==> config.mk <==
export PLATFORM = sky130hd
export DESIGN_NAME = cpu_top
export DESIGN_NICKNAME = d
export VERILOG_FILES = /design/src/wb_pkg.sv /design/src/cpu_pkg.sv /design/src/cpu_top.sv /design/src/bus_arbiter.sv /design/src/execute_unit.sv /design/src/decode_unit.sv /design/src/fetch_unit.sv
export SDC_FILE = /design/constraint.sdc
export NUM_CORES = 2
export LEC_CHECK = 0
export ABC_AREA = 1
export BUFFER_PORTS_ARGS = -buffer_cell sky130_fd_sc_hd__buf_2
export CAP_MARGIN = 5
export CORE_UTILIZATION = 40
export DETAILED_ROUTE_END_ITERATION = 12
export HOLD_SLACK_MARGIN = 0.15
export SLEW_MARGIN = 20
export SYNTH_ARGS = -nofsm -noshare
export SYNTH_HDL_FRONTEND = slang
export SYNTH_SLANG_ARGS = --single-unit
==> constraint.sdc <==
create_clock -name clk -period 15.3 [get_ports clk]
set_input_delay 2.295 -clock clk [delete_from_list [all_inputs] [get_ports clk]]
set_output_delay 2.295 -clock clk [all_outputs]
set_load 0.02 [all_outputs]
==> src/wb_pkg.sv <==
// --------------------
// wishbone classic request and response bundles
// shared by both bus masters, the arbiter and the external port
// --------------------
package wb_pkg;

    // master to slave
    typedef struct packed {
        logic        cyc;
        logic        stb;
        logic        we;
        logic [3:0]  sel;
        logic [31:0] adr;
        logic [31:0] dat_w;
    } wb_req_t;

    // slave to master
    typedef struct packed {
        logic        ack;
        logic [31:0] dat_r;
    } wb_rsp_t;

endpackage

==> src/cpu_pkg.sv <==
// --------------------
// instruction encodings and pipeline register types of the processor
// imported by every pipeline stage and by the top level
// --------------------
package cpu_pkg;

    typedef logic [31:0] word_t;      // data word or byte address
    typedef logic [4:0]  reg_addr_t;

    // primary opcodes, bits 31:26
    typedef enum logic [5:0] {
        op_special = 6'h00,
        op_j       = 6'h02,
        op_beq     = 6'h04,
        op_bne     = 6'h05,
        op_addiu   = 6'h09,
        op_andi    = 6'h0c,
        op_ori     = 6'h0d,
        op_lui     = 6'h0f,
        op_lw      = 6'h23,
        op_sw      = 6'h2b
    } opcode_t;

    // function codes of op_special, bits 5:0
    typedef enum logic [5:0] {
        fn_sll  = 6'h00,
        fn_addu = 6'h21,
        fn_subu = 6'h23,
        fn_and  = 6'h24,
        fn_or   = 6'h25,
        fn_xor  = 6'h26,
        fn_slt  = 6'h2a
    } funct_t;

    typedef enum logic [2:0] {
        alu_add, alu_sub, alu_and, alu_or, alu_xor, alu_slt, alu_sll, alu_lui
    } alu_op_t;

    // --------------------
    // pipeline registers
    // --------------------
    typedef struct packed {
        word_t instr;
        word_t pc;
    } if_id_t;

    typedef struct packed {
        alu_op_t   op;
        word_t     a;
        word_t     b;
        word_t     store_data;
        reg_addr_t dst;
        logic      load;
        logic      store;
        logic      write;
        word_t     pc;
    } id_ex_t;

    typedef struct packed {
        word_t     result;      // alu result, load/store address, then load data
        word_t     store_data;
        reg_addr_t dst;
        logic      load;
        logic      store;
        logic      write;
        word_t     pc;
    } ex_mem_t;

    typedef struct packed {
        reg_addr_t dst;
        word_t     value;
        logic      write;
        logic      load;
    } fwd_t;

    typedef struct packed {
        logic      valid;
        word_t     pc;
        reg_addr_t rd;
        word_t     data;
    } retire_t;

endpackage
==> src/cpu_top.sv <==
// --------------------
// pipelined mips subset core with one shared wishbone port
// retire reports each register write for tracing
// --------------------
`timescale 1ns/100ps

module cpu_top
    import cpu_pkg::*;
    import wb_pkg::*;
#(
    parameter word_t reset_vector = 32'hbfc00000
) (
    input  logic    clk,
    input  logic    resetn,
    output wb_req_t bus_req,
    input  wb_rsp_t bus_rsp,
    output retire_t retire
);

    wb_req_t fetch_req;
    wb_rsp_t fetch_rsp;
    wb_req_t data_req;
    wb_rsp_t data_rsp;
    logic    step;
    logic    stall_fetch;
    logic    redirect;
    logic    mem_busy;
    word_t   redirect_pc;
    if_id_t  if_id;
    id_ex_t  id_ex;
    fwd_t    ex_fwd;
    fwd_t    mem_fwd;

    fetch_unit #(
        .reset_vector (reset_vector)
    ) u_fetch (
        .clk         (clk),
        .resetn      (resetn),
        .stall_fetch (stall_fetch),
        .redirect    (redirect),
        .redirect_pc (redirect_pc),
        .mem_busy    (mem_busy),
        .fetch_req   (fetch_req),
        .fetch_rsp   (fetch_rsp),
        .step        (step),
        .if_id       (if_id)
    );

    decode_unit u_decode (
        .clk         (clk),
        .resetn      (resetn),
        .step        (step),
        .if_id       (if_id),
        .ex_fwd      (ex_fwd),
        .mem_fwd     (mem_fwd),
        .wb          (retire),      // write-back port doubles as trace
        .stall_fetch (stall_fetch),
        .redirect    (redirect),
        .redirect_pc (redirect_pc),
        .id_ex       (id_ex)
    );

    execute_unit u_execute (
        .clk      (clk),
        .resetn   (resetn),
        .step     (step),
        .id_ex    (id_ex),
        .data_req (data_req),
        .data_rsp (data_rsp),
        .mem_busy (mem_busy),
        .ex_fwd   (ex_fwd),
        .mem_fwd  (mem_fwd),
        .wb       (retire)
    );

    bus_arbiter u_arbiter (
        .clk       (clk),
        .resetn    (resetn),
        .fetch_req (fetch_req),
        .data_req  (data_req),
        .fetch_rsp (fetch_rsp),
        .data_rsp  (data_rsp),
        .bus_req   (bus_req),
        .bus_rsp   (bus_rsp)
    );

endmodule

==> src/bus_arbiter.sv <==
// --------------------
// grants the shared wishbone port to fetch or data
// data wins when both ask, a started transfer keeps the bus until ack
// --------------------
`timescale 1ns/100ps

module bus_arbiter
    import wb_pkg::*;
(
    input  logic    clk,
    input  logic    resetn,
    input  wb_req_t fetch_req,
    input  wb_req_t data_req,
    output wb_rsp_t fetch_rsp,
    output wb_rsp_t data_rsp,
    output wb_req_t bus_req,
    input  wb_rsp_t bus_rsp
);

    typedef enum logic [1:0] {idle, fetch_owner, data_owner} arb_state_t;

    arb_state_t state;
    logic       grant_fetch;
    logic       grant_data;

    always_comb begin
        grant_fetch = 1'b0;
        grant_data  = 1'b0;
        case (state)
            fetch_owner: grant_fetch = 1'b1;
            data_owner:  grant_data  = 1'b1;
            default: begin
                grant_data  = data_req.cyc;
                grant_fetch = fetch_req.cyc && !data_req.cyc;
            end
        endcase
    end

    always_comb begin
        if (grant_data)
            bus_req = data_req;
        else if (grant_fetch)
            bus_req = fetch_req;
        else
            bus_req = '0;
    end

    // ack only to the owner, read data shared
    assign fetch_rsp = '{ack: bus_rsp.ack && grant_fetch, dat_r: bus_rsp.dat_r};
    assign data_rsp  = '{ack: bus_rsp.ack && grant_data, dat_r: bus_rsp.dat_r};

    always_ff @(posedge clk) begin
        if (!resetn) begin
            state <= idle;
        end else if (bus_rsp.ack) begin
            state <= idle;
        end else if (grant_data) begin
            state <= data_owner;
        end else if (grant_fetch) begin
            state <= fetch_owner;
        end
    end

    assert property (@(posedge clk) disable iff (!resetn)
        bus_req.stb && !bus_rsp.ack |=> $stable({grant_data, grant_fetch}));

endmodule

==> src/execute_unit.sv <==
// --------------------
// alu, memory-stage data bus master and write-back register
// offers execute and memory results back to decode for forwarding
// --------------------
`timescale 1ns/100ps

module execute_unit
    import cpu_pkg::*;
    import wb_pkg::*;
(
    input  logic    clk,
    input  logic    resetn,
    input  logic    step,
    input  id_ex_t  id_ex,
    output wb_req_t data_req,
    input  wb_rsp_t data_rsp,
    output logic    mem_busy,
    output fwd_t    ex_fwd,
    output fwd_t    mem_fwd,
    output retire_t wb
);

    word_t   alu_result;
    ex_mem_t ex_mem;
    logic    mem_done;      // transfer of the memory-stage instruction is over

    always_comb begin
        case (id_ex.op)
            alu_add: alu_result = id_ex.a + id_ex.b;
            alu_sub: alu_result = id_ex.a - id_ex.b;
            alu_and: alu_result = id_ex.a & id_ex.b;
            alu_or:  alu_result = id_ex.a | id_ex.b;
            alu_xor: alu_result = id_ex.a ^ id_ex.b;
            alu_slt: alu_result = {31'b0, $signed(id_ex.a) < $signed(id_ex.b)};
            alu_sll: alu_result = id_ex.b << id_ex.a[4:0];
            alu_lui: alu_result = {id_ex.b[15:0], 16'h0000};
            default: alu_result = '0;
        endcase
    end

    assign ex_fwd = '{dst: id_ex.dst, value: alu_result, write: id_ex.write,
                      load: id_ex.load};

    // --------------------
    // memory stage
    // --------------------
    assign mem_busy = (ex_mem.load || ex_mem.store) && !mem_done;

    assign data_req = '{cyc: mem_busy, stb: mem_busy, we: ex_mem.store, sel: 4'hf,
                        adr: ex_mem.result, dat_w: ex_mem.store_data};

    assign mem_fwd.dst   = ex_mem.dst;
    assign mem_fwd.value = (ex_mem.load && data_rsp.ack) ? data_rsp.dat_r : ex_mem.result;
    assign mem_fwd.write = ex_mem.write;
    assign mem_fwd.load  = ex_mem.load;

    always_ff @(posedge clk) begin
        if (!resetn) begin
            ex_mem.load  <= 1'b0;
            ex_mem.store <= 1'b0;
            ex_mem.write <= 1'b0;
            mem_done     <= 1'b0;
        end else if (step) begin
            ex_mem   <= '{result: alu_result, store_data: id_ex.store_data,
                          dst: id_ex.dst, load: id_ex.load, store: id_ex.store,
                          write: id_ex.write, pc: id_ex.pc};
            mem_done <= 1'b0;
        end else if (data_rsp.ack) begin
            mem_done <= 1'b1;
            if (ex_mem.load) begin
                ex_mem.result <= data_rsp.dat_r;    // address no longer needed
            end
        end
    end

    // write-back, one cycle pulse per retired write
    always_ff @(posedge clk) begin
        if (!resetn) begin
            wb.valid <= 1'b0;
        end else begin
            wb.valid <= step && ex_mem.write;
        end
        if (step) begin
            wb.pc   <= ex_mem.pc;
            wb.rd   <= ex_mem.dst;
            wb.data <= ex_mem.result;
        end
    end

    // the pipeline only steps once the data transfer has been acknowledged
    assert property (@(posedge clk) disable iff (!resetn)
        $fell(mem_busy) |-> $past(data_rsp.ack));

endmodule

==> src/decode_unit.sv <==
// --------------------
// register file, instruction decode, operand forwarding
// load-use interlock and branch resolution with one delay slot
// --------------------
`timescale 1ns/100ps

module decode_unit
    import cpu_pkg::*;
(
    input  logic    clk,
    input  logic    resetn,
    input  logic    step,
    input  if_id_t  if_id,
    input  fwd_t    ex_fwd,
    input  fwd_t    mem_fwd,
    input  retire_t wb,
    output logic    stall_fetch,
    output logic    redirect,
    output word_t   redirect_pc,
    output id_ex_t  id_ex
);

    word_t     regs [32];
    reg_addr_t rs;
    reg_addr_t rt;
    word_t     rs_val;
    word_t     rt_val;
    word_t     imm_sext;
    word_t     imm_zext;
    word_t     pc_plus4;
    logic      uses_rs;
    logic      uses_rt;
    logic      take;
    id_ex_t    dec;

    // newest value wins from execute to memory to write-back to the array
    function automatic word_t read_operand(reg_addr_t r, word_t rf_val, fwd_t ex,
                                           fwd_t mem, retire_t w);
        if (r == '0)
            return '0;
        if (ex.write && ex.dst == r)
            return ex.value;
        if (mem.write && mem.dst == r)
            return mem.value;
        if (w.valid && w.rd == r)
            return w.data;
        return rf_val;
    endfunction

    assign rs       = if_id.instr[25:21];
    assign rt       = if_id.instr[20:16];
    assign imm_sext = {{16{if_id.instr[15]}}, if_id.instr[15:0]};
    assign imm_zext = {16'h0000, if_id.instr[15:0]};
    assign pc_plus4 = if_id.pc + 32'd4;
    assign rs_val   = read_operand(rs, regs[rs], ex_fwd, mem_fwd, wb);
    assign rt_val   = read_operand(rt, regs[rt], ex_fwd, mem_fwd, wb);

    always_ff @(posedge clk) begin
        if (wb.valid && wb.rd != '0) begin
            regs[wb.rd] <= wb.data;
        end
    end

    // --------------------
    // decode
    // --------------------
    always_comb begin
        dec            = '0;
        dec.op         = alu_add;
        dec.a          = rs_val;
        dec.b          = imm_sext;
        dec.store_data = rt_val;
        dec.dst        = rt;
        dec.pc         = if_id.pc;
        uses_rs        = 1'b1;
        uses_rt        = 1'b0;
        take           = 1'b0;
        redirect_pc    = pc_plus4 + {imm_sext[29:0], 2'b00};
        case (opcode_t'(if_id.instr[31:26]))
            op_special: begin
                dec.b     = rt_val;
                dec.dst   = if_id.instr[15:11];
                dec.write = 1'b1;
                uses_rt   = 1'b1;
                case (funct_t'(if_id.instr[5:0]))
                    fn_addu: dec.op = alu_add;
                    fn_subu: dec.op = alu_sub;
                    fn_and:  dec.op = alu_and;
                    fn_or:   dec.op = alu_or;
                    fn_xor:  dec.op = alu_xor;
                    fn_slt:  dec.op = alu_slt;
                    fn_sll: begin
                        dec.op  = alu_sll;
                        dec.a   = word_t'(if_id.instr[10:6]);  // shamt
                        uses_rs = 1'b0;
                    end
                    default: dec.write = 1'b0;
                endcase
            end
            op_addiu: dec.write = 1'b1;
            op_andi, op_ori: begin
                dec.op    = if_id.instr[26] ? alu_or : alu_and;
                dec.b     = imm_zext;
                dec.write = 1'b1;
            end
            op_lui: begin
                dec.op    = alu_lui;
                dec.write = 1'b1;
                uses_rs   = 1'b0;
            end
            op_lw: begin
                dec.load  = 1'b1;
                dec.write = 1'b1;
            end
            op_sw: begin
                dec.store = 1'b1;
                uses_rt   = 1'b1;
            end
            op_beq, op_bne: begin
                uses_rt = 1'b1;
                take    = (rs_val == rt_val) ^ if_id.instr[26];  // bne inverts
            end
            op_j: begin
                uses_rs     = 1'b0;
                take        = 1'b1;
                redirect_pc = {pc_plus4[31:28], if_id.instr[25:0], 2'b00};
            end
            default: ;
        endcase

        // load result not ready before the memory stage
        stall_fetch = ex_fwd.load && ex_fwd.write && ex_fwd.dst != '0 &&
                      ((uses_rs && ex_fwd.dst == rs) || (uses_rt && ex_fwd.dst == rt));
        redirect    = take && !stall_fetch;
        if (stall_fetch) begin
            dec.load  = 1'b0;
            dec.store = 1'b0;
            dec.write = 1'b0;
        end
    end

    always_ff @(posedge clk) begin
        if (!resetn) begin
            id_ex.load  <= 1'b0;
            id_ex.store <= 1'b0;
            id_ex.write <= 1'b0;
        end else if (step) begin
            id_ex <= dec;               // bubble when stalled
        end
    end

    // the load-use bubble releases the interlock after one step
    assert property (@(posedge clk) disable iff (!resetn)
        step && stall_fetch |=> !stall_fetch);

endmodule

==> src/fetch_unit.sv <==
// --------------------
// program counter and instruction bus master
// one read per instruction and the pipeline step
// --------------------
`timescale 1ns/100ps

module fetch_unit
    import cpu_pkg::*;
    import wb_pkg::*;
#(
    parameter word_t reset_vector = 32'hbfc00000
) (
    input  logic    clk,
    input  logic    resetn,
    input  logic    stall_fetch,
    input  logic    redirect,
    input  word_t   redirect_pc,
    input  logic    mem_busy,
    output wb_req_t fetch_req,
    input  wb_rsp_t fetch_rsp,
    output logic    step,
    output if_id_t  if_id
);

    word_t pc;                  // address of the instruction held or in flight
    word_t instr_q;
    word_t target_q;            // branch target, used after the delay slot
    logic  fetching;
    logic  have_instr;
    logic  redirect_pending;
    word_t next_pc;

    assign step    = have_instr && !mem_busy;
    assign next_pc = redirect_pending ? target_q : pc + 32'd4;
    assign if_id   = '{instr: instr_q, pc: pc};

    assign fetch_req = '{cyc: fetching, stb: fetching, we: 1'b0, sel: 4'hf,
                         adr: pc, dat_w: '0};

    always_ff @(posedge clk) begin
        if (!resetn) begin
            pc               <= reset_vector;
            fetching         <= 1'b0;
            have_instr       <= 1'b0;
            redirect_pending <= 1'b0;
        end else if (fetch_rsp.ack) begin
            fetching   <= 1'b0;
            have_instr <= 1'b1;
        end else if (step && !stall_fetch) begin
            pc               <= next_pc;
            fetching         <= 1'b1;   // next read goes out in the following cycle
            have_instr       <= 1'b0;
            redirect_pending <= redirect;
        end else if (!have_instr) begin
            fetching <= 1'b1;           // first read after reset
        end
    end

    always_ff @(posedge clk) begin
        if (fetch_rsp.ack) begin
            instr_q <= fetch_rsp.dat_r;
        end
        if (step && redirect) begin
            target_q <= redirect_pc;
        end
    end

    // targets from decode and the reset vector keep reads word aligned
    assert property (@(posedge clk) disable iff (!resetn)
        fetch_req.stb |-> fetch_req.adr[1:0] == 2'b00);

    // a read stays on the bus with the same address until its ack
    assert property (@(posedge clk) disable iff (!resetn)
        fetch_req.stb && !fetch_rsp.ack |=> fetch_req.stb && $stable(fetch_req.adr));

endmodule

-- After elaboration in Yosys (flattened, before gate mapping)
Memories as Yosys holds them, arrays and structs flattened. A register that Yosys moved wholly into a read port is not among the register bits.
Index checks and enable logic that the tools add are counted.
- bits in registers: 415
- word-level logic and storage cells: 199
- memories: 1
- output and inout bits: 141
- bits in writable memories: 1024
- memory list (name ; depth ; width ; rd ports ; clocked after Yosys merged registers in ; write ports ; RTL line ; source):
    u_decode.regs ; 32 ; 32 ; 2 ; 2 ; 1 ; decode_unit.sv:23 ; word_t regs [32];
- bitwise gates (word level): 6
- add/sub/neg operators: 4
- magnitude comparators: 1
- shift-type cells: 1
- equal/unequal tests: 32
- reduce and logical (&&, ||, !) cells: 51
- multiplexer cells: 73
- operator list (cell ; count):
    two-way mux 32 bit ; 24
    one-hot mux 32 bit (8 select lines) ; 1
    two-way mux 71 bit ; 2
    adder 32 bit ; 2
    one-hot mux 32 bit (2 select lines) ; 1
    == test 6 bit (second input constant) ; 8
    adder 32 x 3 -> 32 bit (second input constant) ; 1
    AND 32 bit ; 1
    == test 32 bit ; 1
    less-than comparator 32 bit ; 1
    two-way mux 1 bit ; 32
    bitwise OR 32 bit ; 1
    left shift 32 x 5 -> 32 bit ; 1
    subtractor 32 bit ; 1
    bitwise XOR 32 bit ; 1
    == test 5 bit ; 6
    == test 6 x 4 -> 1 bit (second input constant) ; 4
    logical AND 1 bit ; 22
    one-hot mux 3 bit (6 select lines) ; 1
    two-way mux 5 bit ; 3
    == test 3 bit (second input constant) ; 4
    == test 6 x 3 -> 1 bit (second input constant) ; 2
    logical NOT 6 bit ; 2
    OR reduction 2 bit ; 6
    other kinds (24) ; 40

-- Logic depth before layout (Yosys ltp)
- depth in word-level cells: 18
- depth in mapped cells: 31
- mapped depth without buffers: 29

-- Cells and area by module
From an unflattened synthesis, not the netlist that was laid out.
- cells, all modules: 10453
- area total of the unflattened synthesis: 84652.4 µm²
- modules (own cells, without submodules) (module ; times used ; seq. area each (µm²) ; cells an instance ; area an instance (µm²)):
    decode_unit ; 1 ; 34893.5 ; 7502 ; 63169.3
    execute_unit ; 1 ; 5205.0 ; 2097 ; 14856.7
    fetch_unit ; 1 ; 2622.5 ; 529 ; 4878.4
    bus_arbiter ; 1 ; 40.0 ; 325 ; 1747.9

-- Worst setup path before layout
OpenSTA, ideal clock, no wires.
- path type: reg2reg
- start point: register u_execute.ex_mem (netlist bit u_execute.mem_fwd[0])
- end point: register u_execute.ex_mem (netlist bit u_execute.data_req[32]) (enable)
- stages on the path, launching flop included: 8
- arrival: 16331 ps
- clock period less this slack: 16797 ps
- path slack: -1497 ps
- data required time: 14834 ps
- cells stage by stage: dfxtp_1 > o21ai_2 > inv_1 > nor2_1 > clkinv_1 > nor2_1 > inv_1 > o21ai_0
- word-level cells in the longest chain between the ends: 6
- elaborated cells between the ends (all ways): 9
- those cells by class: mux (1); reduce/logical (8)
- RTL lines (what ; RTL line ; source):
    start: declaration ; execute_unit.sv:24 ; ex_mem_t ex_mem;
    start signal: assignment ; execute_unit.sv:64 ; ex_mem <= '{result: alu_result, store_data: id_ex.store_data,
    logical OR 1 bit * ; execute_unit.sv:47 ; assign mem_busy = (ex_mem.load || ex_mem.store) && !mem_done;
    logical AND 1 bit * ; execute_unit.sv:47 ;
    logical NOT 1 bit * ; fetch_unit.sv:33 ; assign step = have_instr && !mem_busy;
    logical AND 1 bit * ; fetch_unit.sv:33 ;
    via step ; cpu_top.sv:24 ; logic step;
    nonzero test 2 bit (no line) ; - ;
    AND reduction 3 bit (no line) * ; - ;
The timed path passes the listed nets; every way through them passes the cells marked *.
A chain may end at the register's enable or synchronous reset.

==> results.yml <==
run_status:
  status: "finished, violations left"
  violations: "design-rule violations"
clocking:
  ctsHoldBuffers: 0
  htree_levels: 4
  cts_resized: 0
  cts-root-buf: "clkbuf_16"
  clockBufferDepth: 3
  clock-sinks: 1449
  numCtsBuffers: 165
  clkLatencyLatePin_ps: 860
  cts.clk_slew.worst_paths_ps: 60
  cts_tree: "yes"
  cts_setup_buffers: 0
power:
  swShare_pct: 32.1
  clkPwrFrac_pct: 37.4
  powerDensity_nw_per_um2: 118
  combPwrFrac_pct: 20.4
  vdd_ir_drop_max_uv: 94.2
  p_seq_share_pct: 42.2
  p_sw_w: 0.00346
  internal_power_w: 0.00733
  leakagePower_nw: 38.9
finish:
  num-nets-final: 10324
  area_growth_pct: 10.4
  fill_cells: 19904
  regArea_um2: 43000
  multi_input_area_um2: 33000
  drive_gt1_share_pct: 7.55
routing:
  drc: 2
  dr_total_vias: 75015
  wirelength_um: 334000
  firstDrtPassIters: 12
  drt_iter0_markers: 10246
  viasPerCell: 5.78
  drtAntennaViolNets: 0
  wire_per_inst_um: 25.7
global_routing:
  grt_overflow_total: 0
  grt_usage_pct: 31.1
  grt_max_degree: 207
  grt_pass1_wl_um: 479000
  grt_antenna_before_repair: 13
  grt_pass1_vias: 69712
floorplan:
  num_rows: 166
  fp.dieW_um: 457
  dieArea_um2: 209000
  start_util_pct: 40.4
  core-area_um2: 205000
  ios: 176
  die_y_um: 457
logic_synthesis:
  synth_top_area_share_pct: 50.5
  syn_area_um2: 83000
  yosys.area.top_type: "edfxtp_1"
  synth_seq_area_share_pct: 51.8
  ys_types: 62
  synthTopCellsByArea: "edfxtp_1 50%, nand2_1 14%, nand3_1 10%"
  ys_warn_count: 0
  avgSynthCellArea_um2: 8.09
  syn_inst: 10256
  synth_seq_cells: 1449
place:
  dpl.hpwl_um: 205000
  numPortBuffers: 175
  place_congestion: 0.994
worst_setup_path:
  r2r_slack_ps: 8260
  crit_required_ps: 15830
  critical_path_class: "register to register"
  end_kind: "register"
  crit_arrival_ps: 7570
  crit_fanout: 206
  critPathLaunchType: "register"
timing:
  worst_hold_slack_ps: 412
  final-hold-violation-count: 0
  fin_setup_tns_ps: 0
  fin_crit_sh_pct: 46.0
  skew_ps: 52.6
  fmax_mhz: 142
  worstMarginPinSlew_ps: 1150
  slew_violations: 0
  slew_headroom_pct: 23.4
  setup_violations: 0
  min_period_ps: 7040
  rsz0062_at_grt: "false"
min_path:
  hold_path.class: "register to register"
flow_run:
  cap_violations: 0
## synthesized netlist by cell type, drive strengths merged
| master | n |
|---|---|
| nand2 | 3096 |
| nand3 | 1668 |
| edfxtp | 1394 |
| inv | 1231 |
| o21ai | 722 |
| a21oi | 434 |
| nor2 | 404 |
| buf | 359 |
| clkbuf | 262 |
| ha | 128 |
| o211ai | 112 |
| or2 | 102 |
| nor3 | 59 |
| dfxtp | 55 |
| nand4 | 37 |
| xor2 | 32 |
| o22ai | 25 |
| xnor2 | 23 |
| a211oi | 13 |
| nor4 | 12 |
| a31oi | 11 |
| a221oi | 10 |
| clkinv | 10 |
| o2111ai | 10 |
| a21o | 6 |
| nand3b | 6 |
| o21bai | 6 |
| a21boi | 4 |
| fa | 3 |
| nor3b | 3 |
| o21a | 3 |
| o221ai | 3 |
| a31o | 2 |
| and2 | 2 |
| and3 | 2 |
| a2111oi | 1 |
| a22oi | 1 |
| a41oi | 1 |
| and3b | 1 |
| conb | 1 |
| o311ai | 1 |
| o32ai | 1 |
## final timing paths
| kind | start | end | cells after the start |
|---|---|---|---|
| worst max-delay path | register | u_fetch.target_q[24] | 25 |
| worst min-delay path | u_execute.ex_mem[21] | u_execute.wb[58] | 0 |
| worst max register to register | register | u_fetch.target_q[24] | 25 |
| worst min register to register | u_execute.ex_mem[21] | u_execute.wb[58] | 0 |
## state kept, by name, indices dropped and copies added, names as in the netlist, 32 cells and up, named ones only
name / cells
u_execute.wb: 70
u_execute.ex_mem: 32
u_decode.regs: 1024
u_fetch.pc: 32
u_execute.data_req: 65
u_fetch.instr_q: 32
u_decode.id_ex: 139
u_fetch.target_q: 32
## final cells by class
type	count	share of cell area, %
Multi-Input combinational cell	6976	36.0
Clock inverter	99	1.15
Inverter	1241	5.14
Clock buffer	202	4.75
Antenna cell	3	0.00820
Tap cell	2688	3.67
Sequential cell	1449	46.9
Timing Repair Buffer	325	2.30
## critical path: stages (launching register included)
cell     delay [ps]
dfxtp_4         410
buf_4           670
buf_4           720
buf_4           690
buf_12          720
o21ai_0         250
nand2_1         120
nand3_1          90
nand3_1         120
nand3_1         160
nand3_1         380
nand2_1         120
nand2_1         110
nand2_1          70
a21oi_2         170
nand2_1          70
nand2_1          70
nand2_1          60
inv_1            60
nand2_1          40
nor2_1          140
nand3_1         100
nand2_1          70
nand3_1         280
a21oi_4         600
buf_16          240
## stage by stage
step / total power, W / util, % / setup WS [ps] / instances / instance area (um2)
after floorplan: 0.00599 / - / 2420 / 10287 / 83100
final: 0.0108 / 44.6 / 8260 / 12983 / 91600
after detailed placement: 0.00677 / 41.9 / 8090 / 12677 / 86100
after global routing: 0.0111 / 44.6 / 7830 / 12981 / 91600
after CTS: 0.0108 / 44.6 / 8070 / 12978 / 91500
after global placement: 0.00676 / 41.9 / 8210 / 12677 / 86100
## cell usage in the layout (no fill, tap or decap), drive strengths merged, types with 4 or more instances in the layout
| cell | netlist | routed |
|---|---|---|
| nand2 | 3096 | 3096 |
| nand3 | 1668 | 1668 |
| clkinv | 10 | 74 |
| o22ai | 25 | 25 |
| a21oi | 434 | 434 |
| or2 | 102 | 102 |
| xor2 | 32 | 32 |
| o21bai | 6 | 6 |
| buf | 359 | 325 |
| nand3b | 6 | 6 |
| nand4 | 37 | 37 |
| a31oi | 11 | 11 |
| a21o | 6 | 6 |
| xnor2 | 23 | 23 |
| a211oi | 13 | 13 |
| o2111ai | 10 | 10 |
| inv | 1231 | 1245 |
| edfxtp | 1394 | 1394 |
| clkinvlp | 0 | 4 |
| nor4 | 12 | 12 |
| dfxtp | 55 | 55 |
| bufinv | 0 | 17 |
| conb | 1 | 32 |
| o211ai | 112 | 112 |
| a221oi | 10 | 10 |
| a21boi | 4 | 4 |
| nor3 | 59 | 59 |
| ha | 128 | 128 |
| o21ai | 722 | 722 |
| nor2 | 404 | 404 |
| clkbuf | 262 | 202 |
## metal layers
layer	wire [um]	track usage (%)
met2	144000	47.0
met4	17900	15.0
met1	135000	42.4
met5	55	0
met3	35700	6.45
## kinds of logic after synthesis
logic type                 share of synthesized area (%)
adders and majority gates                           2.00
xor gates and xnor gates                           0.581
and+or+nand+nor                                     27.7
DFF                                                 51.8
buffers and inverters                               8.97
other                                            0.00452
AOI/OAI and AO/OA                                   8.97
## power by group through the flow
stage	combinational [W]	clock, W	sequential (W)
final	0.00220	0.00404	0.00456
after global routing	0.00237	0.00422	0.00456
after CTS	0.00214	0.00408	0.00455
after detailed placement	0.00214	0	0.00464
after global placement	0.00212	0	0.00464
after floorplan	0.00140	0	0.00459
(Power assumes the default switching activity.)
